===== src/design/rec_pkg.sv =====
// Recovery executor package with shared types, command codes and constants
package rec_pkg;

  typedef logic [7:0]  byte_t;
  typedef logic [31:0] word_t;
  typedef logic [15:0] len_t;
  typedef logic [5:0]  fifo_idx_t;
  typedef logic [2:0]  word_idx_t;

  // Recovery command codes, 40 and up only in recovery mode
  typedef enum logic [7:0] {
    CMD_PROT_CAP             = 8'd34,
    CMD_DEVICE_ID            = 8'd35,
    CMD_DEVICE_STATUS        = 8'd36,
    CMD_DEVICE_RESET         = 8'd37,
    CMD_RECOVERY_CTRL        = 8'd38,
    CMD_RECOVERY_STATUS      = 8'd39,
    CMD_HW_STATUS            = 8'd40,
    CMD_INDIRECT_CTRL        = 8'd41,
    CMD_INDIRECT_STATUS      = 8'd42,
    CMD_INDIRECT_DATA        = 8'd43,
    CMD_VENDOR               = 8'd44,
    CMD_INDIRECT_FIFO_CTRL   = 8'd45,
    CMD_INDIRECT_FIFO_STATUS = 8'd46,
    CMD_INDIRECT_FIFO_DATA   = 8'd47
  } cmd_code_e;

  typedef enum logic [7:0] {
    ERR_OK        = 8'h0,
    ERR_READ_ONLY = 8'h1,
    ERR_PARAMETER = 8'h2,
    ERR_LENGTH    = 8'h3,
    ERR_CRC       = 8'h4
  } prot_err_e;

  typedef enum logic [2:0] {
    BLK_PROT_CAP,
    BLK_DEV_STATUS,
    BLK_DEV_RESET,
    BLK_REC_CTRL,
    BLK_FIFO_CTRL,
    BLK_FIFO_STATUS
  } rec_blk_e;

  typedef struct packed {
    logic      is_rd;
    cmd_code_e code;
    len_t      len;
    logic      crc_err;
  } cmd_t;

  typedef struct packed {
    logic      we;
    rec_blk_e  blk;
    word_idx_t idx;
  } csr_wr_t;

  typedef struct packed {
    logic      full;
    logic      empty;
    fifo_idx_t wr_idx;
    fifo_idx_t rd_idx;
  } fifo_status_t;

  localparam int unsigned FIFO_DEPTH = 64;
  localparam word_t MAX_XFER_SIZE = 32'h40;

  // Magic string "OCP RECV", version and agent capabilities
  localparam word_t PROT_CAP_WORDS [4] = '{
    32'h2050_434F, 32'h5643_4552, 32'h0031_0101, 32'h0000_1301
  };

  localparam byte_t ACTIVATE_IMAGE_CODE = 8'h0F;
  localparam byte_t FIFO_RESET_CODE = 8'h01;
  localparam byte_t CMD_MODE_LIMIT = 8'd39;

  // Block lengths in bytes
  localparam len_t PROT_CAP_LEN = 16'd15;
  localparam len_t DEV_STATUS_LEN = 16'd7;
  localparam len_t DEV_RESET_LEN = 16'd3;
  localparam len_t REC_CTRL_LEN = 16'd3;
  localparam len_t FIFO_CTRL_LEN = 16'd6;
  localparam len_t FIFO_STATUS_LEN = 16'd20;

endpackage

===== src/design/recovery_executor.sv =====
// Recovery command executor joining the controller, register bank and FIFO datapath
`timescale 1ns/100ps

module recovery_executor import rec_pkg::*; (
  input  logic  clk_i,
  input  logic  rst_ni,
  input  logic  recovery_enable_i,
  input  logic  recovery_mode_enabled_i,
  input  logic  cmd_valid_i,
  input  cmd_t  cmd_i,
  output logic  cmd_done_o,
  output logic  res_valid_o,
  input  logic  res_ready_i,
  output len_t  res_len_o,
  output logic  res_dvalid_o,
  input  logic  res_dready_i,
  output byte_t res_data_o,
  output logic  res_dlast_o,
  output logic  tti_rx_rreq_o,
  input  logic  tti_rx_rack_i,
  input  word_t tti_rx_rdata_i,
  output logic  indirect_rx_wvalid_o,
  output word_t indirect_rx_wdata_o,
  input  logic  indirect_rx_rack_i,
  input  logic  indirect_rx_full_i,
  input  logic  indirect_rx_empty_i,
  output logic  indirect_rx_clr_o,
  output logic  rx_queue_clr_o,
  output logic  payload_available_o,
  output logic  image_activated_o
);

  csr_wr_t      csr_wr;
  rec_blk_e     rd_blk;
  logic         rd_start;
  logic         rd_done;
  word_idx_t    rd_idx;
  word_t        rd_word;
  logic         fifo_wr;
  logic         fifo_reset_req;
  prot_err_e    prot_err;
  fifo_status_t fifo_status;

  rec_cmd_ctrl u_cmd_ctrl (
    .clk_i, .rst_ni, .recovery_enable_i, .recovery_mode_enabled_i,
    .cmd_valid_i, .cmd_i, .cmd_done_o,
    .tti_rx_rreq_o, .tti_rx_rack_i,
    .res_valid_o, .res_ready_i, .res_len_o,
    .rd_start_o (rd_start), .rd_blk_o (rd_blk), .rd_done_i (rd_done),
    .csr_wr_o (csr_wr), .fifo_wr_o (fifo_wr),
    .rx_queue_clr_o, .prot_err_o (prot_err)
  );

  rec_csr_bank u_csr_bank (
    .clk_i, .rst_ni, .recovery_enable_i,
    .csr_wr_i (csr_wr), .wr_data_i (tti_rx_rdata_i), .prot_err_i (prot_err),
    .rd_blk_i (rd_blk), .rd_idx_i (rd_idx), .fifo_status_i (fifo_status),
    .rd_word_o (rd_word), .image_activated_o, .fifo_reset_req_o (fifo_reset_req)
  );

  rec_resp_serializer u_resp_ser (
    .clk_i, .rst_ni, .recovery_enable_i,
    .start_i (rd_start), .len_i (res_len_o), .word_i (rd_word),
    .res_dready_i, .res_dvalid_o, .res_data_o, .res_dlast_o,
    .word_idx_o (rd_idx), .done_o (rd_done)
  );

  rec_fifo_index u_fifo_index (
    .clk_i, .rst_ni, .recovery_enable_i,
    .fifo_wr_i (fifo_wr), .rd_ack_i (indirect_rx_rack_i), .clr_req_i (fifo_reset_req),
    .full_i (indirect_rx_full_i), .empty_i (indirect_rx_empty_i),
    .image_activated_i (image_activated_o), .status_o (fifo_status),
    .fifo_clr_o (indirect_rx_clr_o), .payload_available_o
  );

  // FIFO words go straight from the RX queue
  assign indirect_rx_wvalid_o = fifo_wr;
  assign indirect_rx_wdata_o = tti_rx_rdata_i;

endmodule


===== src/design/rec_fifo_index.sv =====
// Indirect FIFO index tracking, flag capture and payload-available level
`timescale 1ns/100ps

module rec_fifo_index import rec_pkg::*; (
  input  logic         clk_i,
  input  logic         rst_ni,
  input  logic         recovery_enable_i,
  input  logic         fifo_wr_i,
  input  logic         rd_ack_i,
  input  logic         clr_req_i,
  input  logic         full_i,
  input  logic         empty_i,
  input  logic         image_activated_i,
  output fifo_status_t status_o,
  output logic         fifo_clr_o,
  output logic         payload_available_o
);

  localparam fifo_idx_t IDX_TOP = fifo_idx_t'(FIFO_DEPTH - 1);

  fifo_idx_t wr_idx_q, rd_idx_q;
  logic      full_q, empty_q;
  logic      clr_q;
  logic      payload_q;

  always_ff @(posedge clk_i) begin
    if (!rst_ni || !recovery_enable_i) begin
      wr_idx_q <= '0;
      rd_idx_q <= '0;
      full_q <= 1'b0;
      empty_q <= 1'b1;
      clr_q <= 1'b0;
      payload_q <= 1'b0;
    end else begin
      full_q <= full_i;
      empty_q <= empty_i;
      clr_q <= clr_req_i;
      // Clear wins over both increments
      if (clr_req_i) begin
        wr_idx_q <= '0;
        rd_idx_q <= '0;
      end else begin
        if (fifo_wr_i) wr_idx_q <= (wr_idx_q == IDX_TOP) ? '0 : wr_idx_q + 6'd1;
        if (rd_ack_i) rd_idx_q <= (rd_idx_q == IDX_TOP) ? '0 : rd_idx_q + 6'd1;
      end
      if (full_i || (image_activated_i && !empty_i)) begin
        payload_q <= 1'b1;
      end else if (empty_i) begin
        payload_q <= 1'b0;
      end
    end
  end

  always_comb begin
    status_o.full = full_q;
    status_o.empty = empty_q;
    status_o.wr_idx = wr_idx_q;
    status_o.rd_idx = rd_idx_q;
  end

  assign fifo_clr_o = clr_q;
  assign payload_available_o = payload_q;

endmodule


===== src/design/rec_resp_serializer.sv =====
// Read response serializer sending a register block one byte at a time
`timescale 1ns/100ps

module rec_resp_serializer import rec_pkg::*; (
  input  logic      clk_i,
  input  logic      rst_ni,
  input  logic      recovery_enable_i,
  input  logic      start_i,
  input  len_t      len_i,
  input  word_t     word_i,
  input  logic      res_dready_i,
  output logic      res_dvalid_o,
  output byte_t     res_data_o,
  output logic      res_dlast_o,
  output word_idx_t word_idx_o,
  output logic      done_o
);

  logic      dvalid_q;
  len_t      rem_q;
  logic [1:0] lane_q;
  word_idx_t widx_q;
  logic      xfer;

  assign xfer = dvalid_q && res_dready_i;

  always_ff @(posedge clk_i) begin
    if (!rst_ni || !recovery_enable_i) begin
      dvalid_q <= 1'b0;
      rem_q <= '0;
      lane_q <= '0;
      widx_q <= '0;
    end else if (start_i) begin
      dvalid_q <= (len_i != '0);
      rem_q <= len_i;
      lane_q <= '0;
      widx_q <= '0;
    end else if (xfer) begin
      rem_q <= rem_q - 16'd1;
      lane_q <= lane_q + 2'd1;
      // Next word after the top byte lane
      if (lane_q == 2'd3) widx_q <= widx_q + 3'd1;
      if (rem_q == 16'd1) dvalid_q <= 1'b0;
    end
  end

  // Least significant byte first
  assign res_data_o = word_i[8*lane_q +: 8];
  assign res_dvalid_o = dvalid_q;
  assign res_dlast_o = dvalid_q && rem_q == 16'd1;
  assign word_idx_o = widx_q;
  assign done_o = xfer && rem_q == 16'd1;

endmodule


===== src/design/rec_csr_bank.sv =====
// Recovery register bank holding the writable blocks and the read word mux
`timescale 1ns/100ps

module rec_csr_bank import rec_pkg::*; (
  input  logic         clk_i,
  input  logic         rst_ni,
  input  logic         recovery_enable_i,
  input  csr_wr_t      csr_wr_i,
  input  word_t        wr_data_i,
  input  prot_err_e    prot_err_i,
  input  rec_blk_e     rd_blk_i,
  input  word_idx_t    rd_idx_i,
  input  fifo_status_t fifo_status_i,
  output word_t        rd_word_o,
  output logic         image_activated_o,
  output logic         fifo_reset_req_o
);

  logic [23:0] dev_reset_q;
  logic [23:0] rec_ctrl_q;
  // cms, reset byte, image size [15:0]
  word_t       fifo_ctrl0_q;
  logic [15:0] img_size_hi_q;
  byte_t       fifo_rst_byte;
  logic        word0_we;

  assign fifo_rst_byte = fifo_ctrl0_q[15:8];
  assign word0_we = csr_wr_i.we && csr_wr_i.idx == '0;

  always_ff @(posedge clk_i) begin
    if (!rst_ni || !recovery_enable_i) begin
      dev_reset_q <= '0;
      rec_ctrl_q <= '0;
      fifo_ctrl0_q <= '0;
      img_size_hi_q <= '0;
    end else begin
      // Reset byte only lives for one cycle
      if (fifo_rst_byte != '0) fifo_ctrl0_q[15:8] <= '0;
      if (word0_we && csr_wr_i.blk == BLK_DEV_RESET) dev_reset_q <= wr_data_i[23:0];
      if (word0_we && csr_wr_i.blk == BLK_REC_CTRL) rec_ctrl_q <= wr_data_i[23:0];
      if (word0_we && csr_wr_i.blk == BLK_FIFO_CTRL) fifo_ctrl0_q <= wr_data_i;
      if (csr_wr_i.we && csr_wr_i.blk == BLK_FIFO_CTRL && csr_wr_i.idx == 3'd1) begin
        img_size_hi_q <= wr_data_i[15:0];
      end
    end
  end

  assign image_activated_o = (rec_ctrl_q[23:16] == ACTIVATE_IMAGE_CODE);
  assign fifo_reset_req_o = (fifo_rst_byte == FIFO_RESET_CODE);

  // Read mux, anything past a block reads as zero
  always_comb begin
    rd_word_o = '0;
    case (rd_blk_i)
      BLK_PROT_CAP: begin
        if (rd_idx_i < 3'd4) rd_word_o = PROT_CAP_WORDS[rd_idx_i[1:0]];
      end
      BLK_DEV_STATUS: begin
        if (rd_idx_i == '0) rd_word_o = {16'h0, prot_err_i, 8'h0};
      end
      BLK_DEV_RESET: begin
        if (rd_idx_i == '0) rd_word_o = {8'h0, dev_reset_q};
      end
      BLK_REC_CTRL: begin
        if (rd_idx_i == '0) rd_word_o = {8'h0, rec_ctrl_q};
      end
      BLK_FIFO_CTRL: begin
        if (rd_idx_i == '0) begin
          rd_word_o = fifo_ctrl0_q;
        end else if (rd_idx_i == 3'd1) begin
          rd_word_o = {16'h0, img_size_hi_q};
        end
      end
      BLK_FIFO_STATUS: begin
        case (rd_idx_i)
          3'd0: rd_word_o = {30'h0, fifo_status_i.full, fifo_status_i.empty};
          3'd1: rd_word_o = word_t'(fifo_status_i.wr_idx);
          3'd2: rd_word_o = word_t'(fifo_status_i.rd_idx);
          3'd3: rd_word_o = word_t'(FIFO_DEPTH);
          3'd4: rd_word_o = MAX_XFER_SIZE;
          default: rd_word_o = '0;
        endcase
      end
      default: rd_word_o = '0;
    endcase
  end

endmodule


===== src/design/rec_cmd_ctrl.sv =====
// Recovery command controller with validation, RX word requests and protocol status
`timescale 1ns/100ps

module rec_cmd_ctrl import rec_pkg::*; (
  input  logic      clk_i,
  input  logic      rst_ni,
  input  logic      recovery_enable_i,
  input  logic      recovery_mode_enabled_i,
  input  logic      cmd_valid_i,
  input  cmd_t      cmd_i,
  output logic      cmd_done_o,
  output logic      tti_rx_rreq_o,
  input  logic      tti_rx_rack_i,
  output logic      res_valid_o,
  input  logic      res_ready_i,
  output len_t      res_len_o,
  output logic      rd_start_o,
  output rec_blk_e  rd_blk_o,
  input  logic      rd_done_i,
  output csr_wr_t   csr_wr_o,
  output logic      fifo_wr_o,
  output logic      rx_queue_clr_o,
  output prot_err_e prot_err_o
);

  typedef enum logic [2:0] {
    ST_IDLE,
    ST_WRITE,
    ST_FIFO_WR,
    ST_RD_HDR,
    ST_RD_DATA,
    ST_ERROR,
    ST_DONE
  } state_e;

  state_e    state_q, state_d;
  logic      soft_rst;
  logic      rreq_q;
  len_t      cnt_q;
  len_t      word_cnt;
  word_idx_t widx_q;
  rec_blk_e  blk_q, blk_d;
  len_t      len_q, len_d;
  logic      known, writable;
  prot_err_e err_d, err_q, prot_err_q;

  assign soft_rst = !recovery_enable_i;

  // Length in words, rounded up
  assign word_cnt = len_t'(cmd_i.len[15:2]) + len_t'(|cmd_i.len[1:0]);

  // Code to block decode
  always_comb begin
    blk_d = BLK_PROT_CAP;
    len_d = '0;
    known = 1'b1;
    writable = 1'b0;
    case (cmd_i.code)
      CMD_PROT_CAP: begin
        len_d = PROT_CAP_LEN;
      end
      CMD_DEVICE_STATUS: begin
        blk_d = BLK_DEV_STATUS;
        len_d = DEV_STATUS_LEN;
      end
      CMD_DEVICE_RESET: begin
        blk_d = BLK_DEV_RESET;
        len_d = DEV_RESET_LEN;
        writable = 1'b1;
      end
      CMD_RECOVERY_CTRL: begin
        blk_d = BLK_REC_CTRL;
        len_d = REC_CTRL_LEN;
        writable = 1'b1;
      end
      CMD_INDIRECT_FIFO_CTRL: begin
        blk_d = BLK_FIFO_CTRL;
        len_d = FIFO_CTRL_LEN;
        writable = 1'b1;
      end
      CMD_INDIRECT_FIFO_STATUS: begin
        blk_d = BLK_FIFO_STATUS;
        len_d = FIFO_STATUS_LEN;
      end
      // Write only
      CMD_INDIRECT_FIFO_DATA: begin
        known = !cmd_i.is_rd;
        writable = 1'b1;
      end
      default: known = 1'b0;
    endcase
  end

  // Error checks in priority order
  always_comb begin
    err_d = ERR_OK;
    if (cmd_i.crc_err) begin
      err_d = ERR_CRC;
    end else if (!known || (!recovery_mode_enabled_i && cmd_i.code > CMD_MODE_LIMIT)) begin
      err_d = ERR_PARAMETER;
    end else if (!cmd_i.is_rd && !writable) begin
      err_d = ERR_READ_ONLY;
    end else if (!cmd_i.is_rd && cmd_i.len == '0) begin
      err_d = ERR_LENGTH;
    end
  end

  always_comb begin
    state_d = state_q;
    case (state_q)
      ST_IDLE: begin
        if (cmd_valid_i) begin
          if (err_d != ERR_OK) begin
            state_d = ST_ERROR;
          end else if (cmd_i.is_rd) begin
            state_d = ST_RD_HDR;
          end else if (cmd_i.code == CMD_INDIRECT_FIFO_DATA) begin
            state_d = ST_FIFO_WR;
          end else begin
            state_d = ST_WRITE;
          end
        end
      end
      ST_WRITE, ST_FIFO_WR: if (tti_rx_rack_i && cnt_q == 16'd1) state_d = ST_DONE;
      ST_RD_HDR: if (res_ready_i) state_d = ST_RD_DATA;
      ST_RD_DATA: if (rd_done_i) state_d = ST_DONE;
      ST_ERROR: state_d = ST_DONE;
      default: state_d = ST_IDLE;
    endcase
  end

  always_ff @(posedge clk_i) begin
    if (!rst_ni || soft_rst) begin
      state_q <= ST_IDLE;
      rreq_q <= 1'b0;
      cnt_q <= '0;
      widx_q <= '0;
      err_q <= ERR_OK;
      prot_err_q <= ERR_OK;
    end else begin
      state_q <= state_d;
      if (state_q == ST_IDLE && cmd_valid_i) begin
        cnt_q <= word_cnt;
        widx_q <= '0;
        err_q <= err_d;
        rreq_q <= (err_d == ERR_OK) && !cmd_i.is_rd;
      end else if ((state_q == ST_WRITE || state_q == ST_FIFO_WR) && tti_rx_rack_i) begin
        cnt_q <= cnt_q - 16'd1;
        rreq_q <= (cnt_q != 16'd1);
        // Saturate so long writes never wrap onto word 0
        if (widx_q != '1) widx_q <= widx_q + 3'd1;
      end
      if (state_q == ST_DONE) prot_err_q <= err_q;
    end
  end

  // Block select and length held for the whole command
  always_ff @(posedge clk_i) begin
    if (state_q == ST_IDLE && cmd_valid_i) begin
      blk_q <= blk_d;
      len_q <= len_d;
    end
  end

  assign tti_rx_rreq_o = rreq_q;
  assign cmd_done_o = (state_q == ST_DONE);
  assign rx_queue_clr_o = (state_q == ST_ERROR);
  assign res_valid_o = (state_q == ST_RD_HDR);
  assign res_len_o = len_q;
  assign rd_start_o = (state_q == ST_RD_HDR) && res_ready_i;
  assign rd_blk_o = blk_q;
  assign fifo_wr_o = (state_q == ST_FIFO_WR) && tti_rx_rack_i;
  assign prot_err_o = prot_err_q;

  always_comb begin
    csr_wr_o.we = (state_q == ST_WRITE) && tti_rx_rack_i;
    csr_wr_o.blk = blk_q;
    csr_wr_o.idx = widx_q;
  end

endmodule


===== config.mk =====
export PLATFORM = sky130hd
export DESIGN_NAME = recovery_executor
export DESIGN_NICKNAME = d
export VERILOG_FILES = /design/src/design/rec_pkg.sv /design/src/design/recovery_executor.sv /design/src/design/rec_fifo_index.sv /design/src/design/rec_resp_serializer.sv /design/src/design/rec_csr_bank.sv /design/src/design/rec_cmd_ctrl.sv
export SDC_FILE = /design/constraint.sdc
export NUM_CORES = 1
export LEC_CHECK = 0
export BUFFER_PORTS_ARGS = -buffer_cell sky130_fd_sc_hd__buf_2
export CORE_MARGIN = 8
export CORE_UTILIZATION = 52
export DETAILED_ROUTE_END_ITERATION = 16
export GPL_TIMING_DRIVEN = 0
export PLACE_DENSITY = 0.8
export SYNTH_ARGS = -nofsm -noshare
export SYNTH_HDL_FRONTEND = slang
export SYNTH_SLANG_ARGS = --single-unit

===== constraint.sdc =====
create_clock -name clk_i -period 2.7 [get_ports clk_i]
set_clock_uncertainty 0.15 [all_clocks]
set_input_delay 0.675 -clock clk_i [delete_from_list [all_inputs] [get_ports clk_i]]
set_output_delay 0.675 -clock clk_i [all_outputs]
set_load 0.01 [all_outputs]

Word-level counts from Yosys, hierarchy flattened. Index checks and enable logic that the tools add are counted.

Add/sub/neg operators: 8. Magnitude comparators: 3. Equality and inequality tests: 36. Shift operators: 1. Mux-type cells: 42. Bitwise gates (word level): 1. Reductions and logical operators: 58.

Operator list (count): $pmux W32 S6 (1); $mux W32 (4); $mux W16 (7); $bmux W32 S2 (1); $eq A8 B6 Y1 const B (7); $mux W24 (2); $eq A16 B1 Y1 const B (2); $mux W8 (4); $shiftx A32 B6 Y8 (1); $sub A16 B1 Y16 const B (2); $pmux W3 S5 (2); $pmux W7 S4 (1); $pmux W5 S5 (1); $logic_and A1 B1 Y1 (20); $eq A3 B2 Y1 const B (6); $eq A3 B3 Y1 const B (6); $mux W3 (6); $logic_not A16 Y1 (1); $ne A16 B1 Y1 const B (1); $reduce_bool A16 Y1 (1); $reduce_bool A8 Y1 (2); $add A14 B1 Y15 (1); $reduce_or A2 Y1 (7); $add A6 B1 Y6 const B (2); other kinds (27) (61).

Register bits after elaboration: 192. Output and inout port bits: 66. Word-level logic and storage cells: 172.

Depth between registers and ports, before layout.
Depth after elaboration: 12. Depth in mapped cells: 10. Mapped depth without buffers: 8.

By module. From an unflattened synthesis, not the netlist that was laid out.

Cells, all modules: 1082. Area total of the unflattened synthesis: 9653.0 um^2.

Modules (own cells, without submodules): rec_csr_bank (times used 1, cells an instance 521, area an instance 4834.6 um^2); rec_cmd_ctrl (times used 1, cells an instance 300, area an instance 2502.4 um^2); rec_resp_serializer (times used 1, cells an instance 153, area an instance 1387.6 um^2); rec_fifo_index (times used 1, cells an instance 76, area an instance 688.2 um^2); recovery_executor (times used 1, cells an instance 32, area an instance 240.2 um^2).

Worst setup path before layout. Ideal clock, no wire load.

Path kind: register to output. From: reg u_resp_ser.widx_q[1] (netlist: u_resp_ser.word_idx_o[1]). To: out res_data_o[5]. Arrival time: 2.007 ns. Required time: 1.875 ns. Path slack: -0.132 ns. Cell stages (with the launch flop): 11. Cells stage by stage: dfxtp_1 > inv_1 > ha_1 > buf_2 > nor2b_1 > buf_2 > and2_1 > buf_2 > a221oi_1 > o22ai_1 > o211a_1.

Word-level cells in the longest chain between the ends: 7. Elaborated cells between the ends (all ways): 20. Those cells by class: order compare: 1; eq/ne: 4; shift: 1; mux: 11; bitwise: 1; reduce/logical: 2.

RTL lines: start: declaration (line rec_resp_serializer.sv:22) `word_idx_t widx_q;`; start signal: assignment (line rec_resp_serializer.sv:42) `if (lane_q == 2'd3) widx_q <= widx_q + 3'd1;`; $not A2 Y3 (implied by the code) (line rec_csr_bank.sv:56) `if (rd_idx_i < 3'd4) rd_word_o = PROT_CAP_WORDS[rd_idx_i[1:0]];`; $bmux W32 S2 (line rec_csr_bank.sv:56); $mux W32 (implied by the code) (2 in a row) (line rec_csr_bank.sv:56); $mux W32 (line rec_csr_bank.sv:56); $pmux W32 S6 * (line rec_csr_bank.sv:54) `case (rd_blk_i)`; $shiftx A32 B6 Y8 * (line rec_resp_serializer.sv:48) `assign res_data_o = word_i[8*lane_q +: 8];`; end: declaration (line recovery_executor.sv:17) `output byte_t res_data_o,`.

Mark *: on every way between the ends. The rest lies on a longest branch, timed or not. The select of a mux whose other input is x is not followed.

Worst setup path in the final report.
From: reg u_cmd_ctrl.blk_q[2] (netlist: u_cmd_ctrl.rd_blk_o[2]). To: out res_data_o[6].

Word-level cells in the longest chain between the ends: 3. Elaborated cells between the ends (all ways): 8. Those cells by class: eq/ne: 5; shift: 1; mux: 1; reduce/logical: 1.

RTL lines: start: declaration (line rec_cmd_ctrl.sv:42) `rec_blk_e blk_q, blk_d;`; start signal: assignment (line rec_cmd_ctrl.sv:160) `blk_q <= blk_d;`; $eq A3 B3 Y1, or another cell as far along (line rec_csr_bank.sv:54); $pmux W32 S6 * (line rec_csr_bank.sv:54); $shiftx A32 B6 Y8 * (line rec_resp_serializer.sv:48).

Mark *: on every way between the ends. The rest lies on a longest branch, timed or not.

==> run summary <==
=================================================================================
Antenna Nets Post-Route                                                         0
First-pass GRT wire length                                              41,440 um
Number of primary I/O pins                                                    135
Cell count after placement                                                  1,379
Final standard cell utilization of the core                                0.6460
Fraction of final layout cells sized beyond drive strength 1               0.2678
Commonest non-fill, non-tap cells in the layout                      164 x nor2_1, 159 x dfxtp_1, 133 x buf_2
Die Height                                                               148.7 um
CP arrival                                                                2.53 ns
HPWL after detailed placement                                           18,880 um
Count of non-filler cells in the finished layout                            1,435
Via count of the first global-routing pass                                  8,296
Post-Place Setup Slack                                                 -0.4880 ns
TritonCTS clock tree                                                        built
Detailed Route WL                                                       26,370 um
Violations in the final reports                                      setup timing
Number of antenna violations at the first check in global routing               0
Total overflow reported by the global router                                    0
Switching part of the total power                                          0.2527
Yosys warns                                                                     0
Leakage component of the power                                           4.733 nW
Hold violation count in the final report                                        0
Combinational share of power                                                0.110
Pin count of the biggest net entering global routing                           18
R2r worst-path depth                                                            7
CP Data Required Time                                                     1.88 ns
Clock sink total                                                              171
Reg-to-reg critical path endpoint                                    u_csr_bank.rec_ctrl_q[22]$_SDFFE_PP0P_
Cell count after synthesis                                                  1,023
Synth Area per Inst                                                    8.954 um^2
Cell taking the most area after synthesis                                 dfxtp_1
Effective utilization at floorplan                                         0.5314
Crit path time final                                                     3.356 ns
Share of synthesized flip-flops with an asynchronous set or reset               0
Leading register cell type out of synthesis                               dfxtp_1
Total number of vias                                                        8,420
Routability congestion estimate                                            0.9513
Final setup violation count                                                     8
Number of placement rows                                                       48
Routed len/inst                                                          18.38 um
Measured slew at the worst slew-check pin                               0.7369 ns
Final std cell area, no fill                                          11,130 um^2
First-pass iteration count of the detailed router                               5
Chip Width                                                               148.7 um
Fraction of synthesized cell area taken by the top area cell type          0.3562
Synth-to-Final Area Change                                                 21.55%
Most common cell after layout, fill and taps aside                         nor2_1
Register clock-pin slew on the reported worst setup and hold paths        0.06 ns
Instance area after placement                                         10,100 um^2
Routed vias/inst                                                            5.868
Internal power component                                               0.004097 W
Sequential area share after synthesis                                      0.3825
Start point of the worst hold path                                   indirect_rx_empty_i
Final worst path period share                                               1.243
Slew Viols, Final                                                               0
Clock insertion delay at the later pin of the skew report                 0.43 ns
Count of cell types in the netlist                                             89
Layout Nets                                                                 1,286
End of the worst hold path                                           u_fifo_index.empty_q$_SDFF_PP1_
Power density normalized to cell area                                492.4 nW/um^2
Part of the total power dissipated in the clock network                     0.417
Count of max-cap constraint violations                                          0
Switching pwr                                                          0.001386 W
Iteration-0 DRC count of the detailed router                                  686
Detailed-route DRC error count                                                  0
Total design power                                                     0.005483 W
Max transition margin                                                      0.5087
CP Launch Type                                                               flop
Origin of the critical flop-to-flop path                             u_cmd_ctrl.rd_blk_o[1]$_DFFE_PP_
WHS Path Cells                                                                  2
Count of inserted antenna diode cells                                           0
Core box area                                                         17,240 um^2
Post-synthesis cell area                                                9160 um^2
Type of element capturing the critical path                            output pin
Setup slack, reg-to-reg                                                   0.38 ns
Number of storage elements in the synthesis netlist                           171
Global Route Usage Sum                                                     0.2329
Number of buffers created by CTS                                               17
Max Fclk                                                               0.2980 GHz
Outcome                                                              finished, violations left
Largest cells by area after synthesis                                dfxtp_1 36%, mux2i_1 12%, nor2_1 6.8%
Number of I/O port buffers                                                    121
RSZ-0062 raised after global routing                                          yes
Level count of the clock H-tree                                                 4
Cts hold-fix bufs                                                               0
Hold crit path type                                                  input port to flop
Die area                                                              22,120 um^2
Part of the total power dissipated in sequential elements                   0.473
Number of buffers on the longest clock path                                     2
Maximum vdd drop                                                         390.8 uV
Buffer type at the clock tree root                                      clkbuf_16
Count of flip-flops with a built-in enable after synthesis                      8
Worst Setup Slack, final                                               -0.6559 ns
Max Fanout on Critical Path                                                     5
Crit Path Category                                                   flop to output pin
=================================================================================
sequential cells by signal, summed over array words and instances, names as in the netlist, 2 cells and up:
signal / flops
u_fifo_index.wr_idx_q: 6
u_cmd_ctrl.cnt_q: 16
u_cmd_ctrl.state_q: 3
u_cmd_ctrl.res_len_o: 5
u_cmd_ctrl.widx_q: 3
u_cmd_ctrl.rd_blk_o: 3
u_resp_ser.rem_q: 16
u_cmd_ctrl.prot_err_o: 3
u_resp_ser.word_idx_o: 3
u_csr_bank.fifo_ctrl0_q: 32
u_csr_bank.rec_ctrl_q: 24
u_fifo_index.rd_idx_q: 6
u_csr_bank.img_size_hi_q: 16
u_resp_ser.lane_q: 2
u_cmd_ctrl.err_q: 3
u_csr_bank.dev_reset_q: 24
power by group through the flow:
stage / logic, W / registers (W) / clock network (W)
2_1_floorplan: 0.000334 / 0.00265 / 0
3_3_place_gp: 0.000541 / 0.00265 / 0
3_5_place_dp: 0.000548 / 0.00265 / 0
4_1_cts: 0.000579 / 0.00259 / 0.00229
5_1_grt: 0.000646 / 0.00260 / 0.00241
6_report: 0.000601 / 0.00260 / 0.00229
critical path: stages (launching register included):
cell,delay [ns]
edfxtp_1,0.47
or4_4,0.61
o21ai_4,0.21
a31o_2,0.16
a221oi_1,0.07
a2111oi_4,0.37
buf_2,0.20
kinds of logic (layout without fill, tap and decap cells):
kind of cell / count (synthesis) / after routing / synth area share
simple gates: 385 / 385 / 0.2173
buf+inv: 117 / 294 / 0.07280
mux: 116 / 116 / 0.1289
compound gates: 165 / 165 / 0.1253
other cells: 1 / 11 / 0.0004094
xor+xnor: 49 / 49 / 0.04685
flops: 171 / 171 / 0.3825
fa+ha+maj: 19 / 19 / 0.02595
stage by stage:
step           setup TNS [ns]  hold WS [ns]
2_1_floorplan               0        0.2822
3_3_place_gp           -3.318        0.2930
3_5_place_dp           -3.428        0.2998
4_1_cts                -4.548        0.2975
5_1_grt                -5.081        0.3204
6_report               -4.638        0.3093
what timing repair did:
| item | CTS | global route |
|---|---|---|
| buffers inserted | 21 | 6 |
| pin swaps | 18 | 21 |
| gates resized for setup | 41 | 36 |
| cloned | 0 | 0 |
| setup endpoints to repair | 11 | 9 |
| hold endpoints to repair | 0 | 0 |
synthesized netlist by cell type, types with 3 or more instances:
library cell	instances
and3_1	4
a22o_1	4
a222oi_1	3
buf_2	17
a31oi_1	5
nor4_2	4
buf_4	49
or4_4	3
nand3b_1	3
nor4b_1	3
o22ai_1	5
clkbuf_1	28
a211oi_1	11
a22oi_1	9
dfxtp_1	163
nor3_1	14
a21o_1	4
nor2_1	165
mux2i_1	109
nor2b_1	7
mux2_2	6
nand4_1	14
xor2_1	26
and2_1	14
nand4b_1	3
or3_1	6
o311ai_0	3
nand3_1	29
a221oi_1	9
a311oi_1	3
o2111ai_1	3
ha_1	19
edfxtp_1	8
nor4_1	11
o21ai_0	27
a31o_2	3
inv_1	19
xnor2_1	23
o21a_1	3
o2bb2ai_1	3
o211ai_1	6
nand2_1	62
or4_1	7
nand2b_1	5
a21oi_1	40
worst max-delay path by stage:
stage / cells after the start / slack (ns) / start / endpoint
floorplan: 10 / 0.01 / u_resp_ser.word_idx_o[1]$_SDFFE_PP0P_ / res_data_o[5]
global placement: 7 / -0.47 / u_cmd_ctrl.rd_blk_o[1]$_DFFE_PP_ / res_data_o[0]
detailed placement: 7 / -0.49 / u_cmd_ctrl.rd_blk_o[1]$_DFFE_PP_ / res_data_o[0]
CTS: 8 / -0.63 / u_cmd_ctrl.rd_blk_o[1]$_DFFE_PP_ / res_data_o[4]
global route: 8 / -0.71 / u_cmd_ctrl.rd_blk_o[1]$_DFFE_PP_ / res_data_o[4]
finish: 6 / -0.66 / u_cmd_ctrl.rd_blk_o[2]$_DFFE_PP_ / res_data_o[6]
routing by layer:
| metal | global-route usage | vias up | part of all wire |
|---|---|---|---|
| li1 | - | 3947 | - |
| met4 | 0.1117 | 0 | 0.038 |
| met1 | 0.2759 | 4005 | 0.42 |
| met3 | 0.06199 | 83 | 0.083 |
| met5 | 0 | - | 0 |
| met2 | 0.3852 | 385 | 0.46 |
layout make-up:
type,count,area [um^2]
plain buffers,95,644.4
clock buffers,23,489.2
clock inverters,8,61.31
fillers,1457,6102
inverters,20,80.08
multi-input cells,745,5240
flip-flops and latches,171,3511
well taps,225,281.5
repair buffers,148,827.0
Power figures use the tool's default switching activity.
